[config.mk]
export PLATFORM = sky130hd
export DESIGN_NAME = chip_synth_top
export DESIGN_NICKNAME = d
export VERILOG_FILES = /design/src/logic/synth_pkg.sv /design/src/logic/seq_pkg.sv /design/src/logic/tempo_timer.sv /design/src/logic/pattern_sequencer.sv /design/src/logic/tone_channel.sv /design/src/logic/channel_mixer.sv /design/src/logic/chip_synth_top.sv
export SDC_FILE = /design/constraint.sdc
export NUM_CORES = 1
export LEC_CHECK = 0
export BUFFER_PORTS_ARGS = -buffer_cell sky130_fd_sc_hd__clkbuf_2
export CAP_MARGIN = 20
export CORE_UTILIZATION = 25
export CTS_CLUSTER_SIZE = 28
export DETAILED_ROUTE_END_ITERATION = 12
export PLACE_DENSITY = 0.39
export SLEW_MARGIN = 20
export SYNTH_ARGS = -nofsm -noshare
export SYNTH_HDL_FRONTEND = slang
export SYNTH_SLANG_ARGS = --single-unit
[constraint.sdc]
create_clock -name clk -period 11.7 [get_ports clk]
set_input_delay 2.34 -clock clk [delete_from_list [all_inputs] [get_ports clk]]
set_output_delay 2.34 -clock clk [all_outputs]
set_load 0.01 [all_outputs]
[src/logic/synth_pkg.sv]
`default_nettype none

package synth_pkg;

	// note number, 0 is a rest
	// 1..63 climb one semitone each
	typedef logic [5:0] note_t;

	// waveform kinds a tone channel can be built as
	typedef enum logic {
		wave_square,
		wave_triangle
	} wave_e;

	// one channel amplitude, 0..15
	typedef logic [3:0] level_t;

	// mixed audio sample
	typedef logic [7:0] sample_t;

	// volume as a left shift of each level
	typedef logic [1:0] vol_t;

	// what one channel plays during a step
	typedef struct packed {
		note_t note;
		logic  gate;
	} chan_cmd_t;

	// half periods in clock cycles for notes 1..12
	// each entry is the one before divided by the twelfth root of two
	localparam logic [15:0] BASE_HALF_PERIOD [12] = '{
		16'd1024, 16'd967, 16'd912, 16'd861, 16'd813, 16'd767,
		16'd724, 16'd683, 16'd645, 16'd609, 16'd575, 16'd542
	};

	// half period of a note
	// semitone picks the entry, every octave up halves it
	function automatic logic [15:0] note_half_period(note_t note);
		logic [5:0] idx;
		logic [5:0] semi;
		logic [5:0] octave;
		idx = note - 6'd1;
		semi = idx % 6'd12;
		octave = idx / 6'd12;
		return BASE_HALF_PERIOD[semi[3:0]] >> octave;
	endfunction

endpackage

`default_nettype wire

[src/logic/seq_pkg.sv]
`default_nettype none

package seq_pkg;

	// sequencer FSM states
	typedef enum logic [1:0] {
		seq_idle,
		seq_play,
		seq_hold
	} seq_state_e;

	// pattern length
	localparam int NUM_STEPS = 16;
	typedef logic [$clog2(NUM_STEPS)-1:0] step_idx_t;

	// clock cycles per step, kept short for simulation
	localparam int STEP_TICKS = 2048;
	localparam int TICK_W = $clog2(STEP_TICKS);
	typedef logic [TICK_W-1:0] tick_cnt_t;

	// steady reload of the tempo counter
	localparam tick_cnt_t TICK_RELOAD = tick_cnt_t'(STEP_TICKS - 1);
	// start value after a clear, one lower to cover the load cycle
	localparam tick_cnt_t TICK_START = tick_cnt_t'(STEP_TICKS - 2);

	// commands for all three channels in one step
	// ch0 lead square, ch1 bass square, ch2 triangle
	typedef struct packed {
		synth_pkg::chan_cmd_t ch2;
		synth_pkg::chan_cmd_t ch1;
		synth_pkg::chan_cmd_t ch0;
	} step_rec_t;

endpackage

`default_nettype wire

[src/logic/tempo_timer.sv]
`timescale 1ns/1ns
`default_nettype none

module tempo_timer (
	input wire logic clk,
	input wire logic rst,
	input wire logic en,
	input wire logic clear,
	output logic tick
);
	import seq_pkg::*;

	tick_cnt_t count;

	// down counter, frozen while en is low
	always_ff @(posedge clk)
	begin
		if (rst || clear)
		begin
			count <= TICK_START;
			tick <= 1'b0;
		end
		else if (en)
		begin
			// expiry gives one tick and a fresh step
			tick <= (count == '0);
			count <= (count == '0) ? TICK_RELOAD : count - 1'b1;
		end
		else
		begin
			tick <= 1'b0;
		end
	end

	// tick is a strobe, never two cycles in a row
	assert property (@(posedge clk) disable iff (rst) tick |=> !tick)
		else $error("tempo tick high for two cycles");

endmodule

`default_nettype wire

[src/logic/pattern_sequencer.sv]
`timescale 1ns/1ns
`default_nettype none

module pattern_sequencer (
	input wire logic clk,
	input wire logic rst,
	input wire logic run,
	input wire logic pause,
	input wire logic restart,
	input wire logic tick,
	output logic timer_en,
	output logic timer_clear,
	output seq_pkg::step_rec_t step,
	output seq_pkg::step_idx_t step_idx,
	output logic step_strobe
);
	import synth_pkg::*;
	import seq_pkg::*;

	// lead melody, odd steps rest
	localparam note_t LEAD_NOTES [NUM_STEPS] = '{
		6'd41, 6'd0, 6'd46, 6'd0, 6'd44, 6'd0, 6'd37, 6'd0,
		6'd37, 6'd0, 6'd39, 6'd0, 6'd39, 6'd0, 6'd51, 6'd0
	};
	// bass alternates octaves every two steps
	localparam note_t BASS_NOTES [NUM_STEPS] = '{
		6'd1, 6'd1, 6'd13, 6'd13, 6'd1, 6'd1, 6'd13, 6'd13,
		6'd1, 6'd1, 6'd13, 6'd13, 6'd1, 6'd1, 6'd13, 6'd13
	};
	// triangle arpeggio over three octaves
	localparam note_t TRI_NOTES [NUM_STEPS] = '{
		6'd1, 6'd13, 6'd25, 6'd1, 6'd13, 6'd25, 6'd1, 6'd13,
		6'd25, 6'd1, 6'd13, 6'd25, 6'd1, 6'd13, 6'd25, 6'd1
	};

	seq_state_e state;
	seq_state_e state_next;
	step_idx_t next_idx;
	step_idx_t load_idx;
	logic load;

	// record for one pattern position
	function automatic step_rec_t pattern_rec(step_idx_t idx);
		step_rec_t rec;
		rec.ch0.note = LEAD_NOTES[idx];
		// lead only sounds on even steps
		rec.ch0.gate = ~idx[0];
		rec.ch1.note = BASS_NOTES[idx];
		rec.ch1.gate = 1'b1;
		rec.ch2.note = TRI_NOTES[idx];
		rec.ch2.gate = 1'b1;
		return rec;
	endfunction

	// wrap after the last step
	assign next_idx = (step_idx == step_idx_t'(NUM_STEPS - 1)) ? '0 : step_idx + 1'b1;

	// timer runs only in play
	assign timer_en = (state == seq_play);
	// start of play or a restart both go back to step 0
	assign timer_clear = run && ((state == seq_idle) || restart);
	// a tick outside play is dropped
	assign load = timer_clear || (run && (state == seq_play) && tick);
	assign load_idx = timer_clear ? '0 : next_idx;

	always_comb
	begin
		if (!run)
			state_next = seq_idle;
		else if (state == seq_idle)
			state_next = seq_play;
		else
			state_next = pause ? seq_hold : seq_play;
	end

	always_ff @(posedge clk)
	begin
		if (rst)
		begin
			state <= seq_idle;
			step <= '0;
			step_idx <= '0;
			step_strobe <= 1'b0;
		end
		else
		begin
			state <= state_next;
			step_strobe <= load;
			if (load)
			begin
				step_idx <= load_idx;
				step <= pattern_rec(load_idx);
			end
			else if (state_next == seq_idle)
			begin
				// stopped, all channels silent
				step <= '0;
			end
		end
	end

	// hold keeps the index unless restarted
	assert property (@(posedge clk) disable iff (rst)
		(state == seq_hold && !timer_clear) |=> $stable(step_idx))
		else $error("step index moved during hold");

	// the table never gates a rest
	assert property (@(posedge clk) disable iff (rst)
		!(step.ch0.gate && step.ch0.note == '0) &&
		!(step.ch1.gate && step.ch1.note == '0) &&
		!(step.ch2.gate && step.ch2.note == '0))
		else $error("gate set on a rest note");

endmodule

`default_nettype wire

[src/logic/tone_channel.sv]
`timescale 1ns/1ns
`default_nettype none

module tone_channel #(
	parameter synth_pkg::wave_e WAVE = synth_pkg::wave_square
) (
	input wire logic clk,
	input wire logic rst,
	input wire synth_pkg::chan_cmd_t cmd,
	output synth_pkg::level_t level
);
	import synth_pkg::*;

	logic [15:0] reload;
	logic [15:0] phase;
	note_t note_q;
	logic active;
	logic expire;
	logic sq_hi;
	level_t ramp;
	logic ramp_up;

	// a rest is silent even with the gate set
	assign active = cmd.gate && (cmd.note != '0);
	assign expire = (phase == '0);

	// triangle steps sixteen times per half period
	always_comb
	begin
		if (WAVE == wave_triangle)
			reload = note_half_period(cmd.note) >> 4;
		else
			reload = note_half_period(cmd.note);
	end

	always_ff @(posedge clk)
	begin
		if (rst)
		begin
			phase <= '0;
			note_q <= '0;
			sq_hi <= 1'b0;
			ramp <= '0;
			ramp_up <= 1'b1;
		end
		else if (!active || cmd.note != note_q)
		begin
			// new note or silence restarts the cycle
			phase <= reload - 16'd1;
			note_q <= cmd.note;
			sq_hi <= 1'b0;
			if (!active)
			begin
				ramp <= '0;
				ramp_up <= 1'b1;
			end
		end
		else if (expire)
		begin
			phase <= reload - 16'd1;
			if (WAVE == wave_square)
			begin
				sq_hi <= ~sq_hi;
			end
			else if (ramp_up)
			begin
				// turn around at the top
				ramp_up <= (ramp != 4'd14);
				ramp <= ramp + 1'b1;
			end
			else
			begin
				// and at the bottom
				ramp_up <= (ramp == 4'd1);
				ramp <= ramp - 1'b1;
			end
		end
		else
		begin
			phase <= phase - 16'd1;
		end
	end

	// square swings full scale, triangle follows the ramp
	always_comb
	begin
		if (!active)
			level = '0;
		else if (WAVE == wave_square)
			level = sq_hi ? 4'd15 : 4'd0;
		else
			level = ramp;
	end

endmodule

`default_nettype wire

[src/logic/channel_mixer.sv]
`timescale 1ns/1ns
`default_nettype none

module channel_mixer (
	input wire logic clk,
	input wire logic rst,
	input wire synth_pkg::level_t lvl0,
	input wire synth_pkg::level_t lvl1,
	input wire synth_pkg::level_t lvl2,
	input wire logic [2:0] mute,
	input wire synth_pkg::vol_t vol,
	output synth_pkg::sample_t audio_out
);
	import synth_pkg::*;

	logic [8:0] sum;
	sample_t sat;

	// one channel after mute and volume
	// at most 120 at the top volume
	function automatic logic [8:0] scale(level_t lvl, logic muted, vol_t shift);
		logic [8:0] wide;
		wide = {5'b0, lvl};
		return muted ? 9'd0 : (wide << shift);
	endfunction

	// three channels fit in 9 bits
	assign sum = scale(lvl0, mute[0], vol) + scale(lvl1, mute[1], vol)
		+ scale(lvl2, mute[2], vol);
	// clip instead of wrapping
	assign sat = (sum > 9'd255) ? 8'hff : sum[7:0];

	always_ff @(posedge clk)
	begin
		if (rst)
			audio_out <= '0;
		else
			audio_out <= sat;
	end

endmodule

`default_nettype wire

[src/logic/chip_synth_top.sv]
`timescale 1ns/1ns
`default_nettype none

module chip_synth_top (
	input wire logic clk,
	input wire logic rst,
	input wire logic run,
	input wire logic pause,
	input wire logic restart,
	input wire logic [2:0] mute,
	input wire synth_pkg::vol_t vol,
	output synth_pkg::sample_t audio_out,
	output seq_pkg::step_idx_t step_idx,
	output logic step_strobe
);
	import synth_pkg::*;
	import seq_pkg::*;

	logic tick;
	logic timer_en;
	logic timer_clear;
	step_rec_t step;
	level_t lvl_sq0;
	level_t lvl_sq1;
	level_t lvl_tri;

	tempo_timer u_timer (
		.clk   (clk),
		.rst   (rst),
		.en    (timer_en),
		.clear (timer_clear),
		.tick  (tick)
	);

	pattern_sequencer u_seq (
		.clk         (clk),
		.rst         (rst),
		.run         (run),
		.pause       (pause),
		.restart     (restart),
		.tick        (tick),
		.timer_en    (timer_en),
		.timer_clear (timer_clear),
		.step        (step),
		.step_idx    (step_idx),
		.step_strobe (step_strobe)
	);

	// lead and bass squares
	tone_channel #(.WAVE(wave_square)) u_sq0 (
		.clk   (clk),
		.rst   (rst),
		.cmd   (step.ch0),
		.level (lvl_sq0)
	);

	tone_channel #(.WAVE(wave_square)) u_sq1 (
		.clk   (clk),
		.rst   (rst),
		.cmd   (step.ch1),
		.level (lvl_sq1)
	);

	tone_channel #(.WAVE(wave_triangle)) u_tri (
		.clk   (clk),
		.rst   (rst),
		.cmd   (step.ch2),
		.level (lvl_tri)
	);

	channel_mixer u_mix (
		.clk       (clk),
		.rst       (rst),
		.lvl0      (lvl_sq0),
		.lvl1      (lvl_sq1),
		.lvl2      (lvl_tri),
		.mute      (mute),
		.vol       (vol),
		.audio_out (audio_out)
	);

endmodule

`default_nettype wire

==> summary.md <==
| Metric | Value |
|---|---|
| Reg-to-Reg Start | u_seq.step[1]$_SDFFE_PP0P_ |
| Switching power | 0.481 mW |
| DRC | 0 |
| Die X | 174 µm |
| Switching Share | 0.372 |
| Internal | 0.812 mW |
| Post-Syn Area | 7410 µm² |
| Fin nets | 988 |
| Leakage | 3.26 nW |
| Post-synthesis compound-gate area fraction | 0.209 |
| Number of flops mapped to enable cells by yosys | 0 |
| IO Count | 23 |
| Critical Path RT | 11950 ps |
| CTS resizes | 0 |
| RSZ-0062 raised after global routing | false |
| Layout Area Growth over Synthesis | 10.7% |
| Worst Clk Skew | 8.60 ps |
| Hold buffers post-CTS | 0 |
| Crit-path max cell delay | 790 ps |
| Synth Area in Adders | 0.102 |
| Clock Sinks | 105 |
| Worst hold path depth | 2 |
| Clk pwr share | 0.284 |
| Critical Path Start Type | flop |
| Post-synthesis net count | 999 |
| Final Cycle Share | 0.556 |
| CTS Buf Count | 9 |
| Synth Area in XOR/XNOR | 0.0869 |
| Status | complete, no violations |
| Clock buffer depth | 2 |
| Leading post-synthesis cells by cell area | dfxtp_1, ha_1, nor2_1 |
| DRT iter0 DRCs | 331 |
| Most used DFF post-synth | dfxtp_1 |
| Post-synthesis cell count | 934 |
| CTS Root Cell | clkbuf_16 |
| Routed Antenna Nets | 0 |
| Filler instances | 3100 |
| Post-synthesis sequential area ratio | 0.284 |
| Total Routed Length | 18600 µm |
| Comb pwr share | 0.398 |
| Clock latency on the worst-skew pair | 360 ps |
| Worst-path maximum fanout | 21 |
| Vias | 6338 |
| Detail Placement HPWL | 13700 µm |
| Core ar. | 28900 µm² |
| FF+latch count, synth | 105 |
| Share of synthesized area spent on multiplexers | 0.0307 |
| Worst path slowest cell | dfxtp_1 |
| Initial Util | 0.256 |
| Largest net degree at the start of global routing | 47 |
| Post-CTS Setup Inserts | 0 |
| Drt pass-1 iters | 4 |
| Synth area leader | dfxtp_1 |
| Avg Cell Area, Syn | 7.93 µm² |
| Post-layout util | 0.284 |
| Row cnt | 62 |
| Buf+Inv Stages, Crit Path | 3 |
| Number of max-cap violations | 0 |
| Clock-pin slew on the worst setup and hold paths | 80 ps |
| Worst setup EP type | flop |
| Tmin final | 6510 ps |
| PD cells | 158 nW/µm² |
| Worst Hold Class | reg -> reg |
| Antenna violations before repair | 0 |
| Hold EP | u_sq0.sq_hi$_SDFFE_PP0P_ |
| R2R setup slack | 5190 ps |
| First-pass GRT wire length | 31500 µm |
| Critical Path Most Common Cell | ha_1 |
| Share of cells above drive strength 1 | 0.0830 |
| Yosys warning count | 0 |
| Number of global-route vias before repair | 6164 |
| Main combinational cell family by area after synthesis | simple AND/OR/NAND/NOR gates |
| Final Hold Vio Count | 0 |
| # port buffers | 22 |
| H-tree levels | 3 |
| R2r endpoint | u_sq0.phase[10]$_SDFF_PP0_ |
| Worst endpoint data arrival time | 6760 ps |
| Synth cell types | 79 |
| Fmax achieved | 0.154 GHz |
| Synth async-reset ratio | 0 |
| Slew @ Worst Pin | 1010 ps |
| Finish-stage setup viols | 0 |
| Slew margin rel. | 0.312 |
| Kind of critical path | reg -> reg |
| VDD IR-drop max | 0.0000702 V |
| Hold path startpoint | u_sq0.note_q[5]$_SDFFE_PP0P_ |
| GR Util All Layers | 0.127 |
| WL/cell | 14.1 µm |
| DR vias/cell | 4.83 |
| Seq pwr share | 0.318 |
| Post-synth top area share | 0.284 |
| Die H | 174 µm |
| Max Slew Vio Count | 0 |
| Die area | 30300 µm² |
| GR Overflow Total | 0 |
| Critical path cell sequence | inv_1 -> ha_1 -> inv_1 -> nor3_1 -> xor2_1 -> ha_1 -> ha_1 -> nor2_1 -> nor3_1 -> a21oi_1 -> inv_1 -> ha_1 -> nor4b_1 -> a21oi_2 -> a31o_2 -> a21oi_1 -> o21ai_0 -> a32oi_1 -> ha_1 -> nand2_1 -> nor3b_2 -> nand2b_1 -> a41o_1 |
| CTS tree | yes |
| Reg2Reg Depth | 23 |
| Synth Area in Simple Gates | 0.229 |
| Delay-heaviest family, CP | compound AO/OA/AOI/OAI gates |
| Setup_tns | 0 ps |
| Placer Congestion | 0.780 |
## tightest hold or removal path, stage by stage (launching register included)
cell and delay, ps:
dfxtp_1 300, nand4_1 70, nor3_1 50
## metrics by stage
| step | instance area (µm²) | total power, mW | setup slack [ps] | hold slack, ps | std cells |
|---|---|---|---|---|---|
| final | 8210 | 1.29 | 5190 | 465 | 1313 |
| after global routing | 8200 | 1.39 | 4710 | 512 | 1312 |
| after CTS | 8200 | 1.31 | 5150 | 471 | 1312 |
| after detailed placement | 7850 | 0.931 | 5160 | 457 | 1296 |
| after global placement | 7840 | 0.938 | 5330 | 458 | 1296 |
| after floorplan | 7410 | 0.825 | 6250 | 432 | 934 |
## power groups by stage
stage,registers [mW],logic (mW),clock network [mW]
after global routing,0.417,0.580,0.398
after floorplan,0.412,0.413,0
final,0.412,0.514,0.367
after detailed placement,0.420,0.511,0
after CTS,0.412,0.515,0.385
after global placement,0.421,0.517,0
## logic make-up after synthesis
family | after synthesis
compound gates | 225
xor+xnor | 72
fa+ha+maj | 56
buf+inv | 111
flops | 105
mux | 18
simple gates | 347
## area by class of cell
class                   instances  area (µm²)  share of cell area
inverters                      61         229              0.0279
diodes                          1        2.50            0.000305
flip-flops and latches        105        2100               0.256
clock inverters                 6         113              0.0137
clock buffers                  10         239              0.0291
repair buffers                 28         155              0.0189
multi-input cells             718        4880               0.595
well taps                     384         480              0.0586
## placed cells by master, fill, tap and decap left out, types with 8 or more instances in the layout
cell         n
xnor2_1     33
xor2_1      38
or3_1       12
a211oi_1    25
nand3_1     23
clkbuf_2    21
nand2b_1    14
nor4_1      13
fa_1         8
o211ai_1     8
ha_1        47
clkbuf_16    9
or2_2        9
nand2_1     69
a21oi_1     59
o21ai_0     26
dfxtp_1    105
nor2b_1     11
nor2_1     116
or4_1       10
inv_1       60
mux2i_1     10
a31oi_1     16
nor3_1      34
o31ai_1      8
## registers in the layout (all words and copies together), names as in the netlist, 4 cells and up, named ones only
signal           flops
u_mix.audio_out      8
u_seq.step          11
u_seq.step_idx       4
u_sq0.note_q         6
u_sq0.phase         16
u_sq1.phase         15
u_timer.count       11
u_tri.note_q         4
u_tri.phase         16
u_tri.ramp           4
## worst max path at each step
stage,start,to,cells past startpoint
6_report,u_seq.step[1]$_SDFFE_PP0P_,u_sq0.phase[10]$_SDFF_PP0_,23
5_1_grt,u_seq.step[1]$_SDFFE_PP0P_,u_sq0.phase[10]$_SDFF_PP0_,23
2_1_floorplan,u_seq.step[1]$_SDFFE_PP0P_,u_sq0.phase[8]$_SDFF_PP0_,23
4_1_cts,u_seq.step[1]$_SDFFE_PP0P_,u_sq0.phase[10]$_SDFF_PP0_,22
3_5_place_dp,u_seq.step[1]$_SDFFE_PP0P_,u_sq0.phase[10]$_SDFF_PP0_,22
3_3_place_gp,mute[1],u_mix.audio_out[5]$_SDFF_PP0_,13
## cell usage after synthesis, drive strengths merged (8+ instances only)
cell type / number
nand3: 23
a211oi: 25
fa: 8
nor4: 13
o31ai: 8
or4: 10
mux2i: 11
nor3: 34
nor2b: 11
xnor2: 33
or3: 12
o211ai: 8
nand2: 69
o21ai: 29
or2: 10
inv: 60
dfxtp: 105
ha: 47
a31oi: 16
nor2: 116
a21oi: 61
clkbuf: 44
xor2: 38
nand2b: 15
## layer usage
layer / global-route usage / share of wire / up-vias
li1: - / - / 3294
met1: 0.174 / 0.52 / 2963
met5: 0 / 0 / -
met2: 0.204 / 0.45 / 69
met3: 0.0223 / 0.026 / 12
met4: 0.0307 / 0.010 / 0
(Power assumes the default switching activity.)
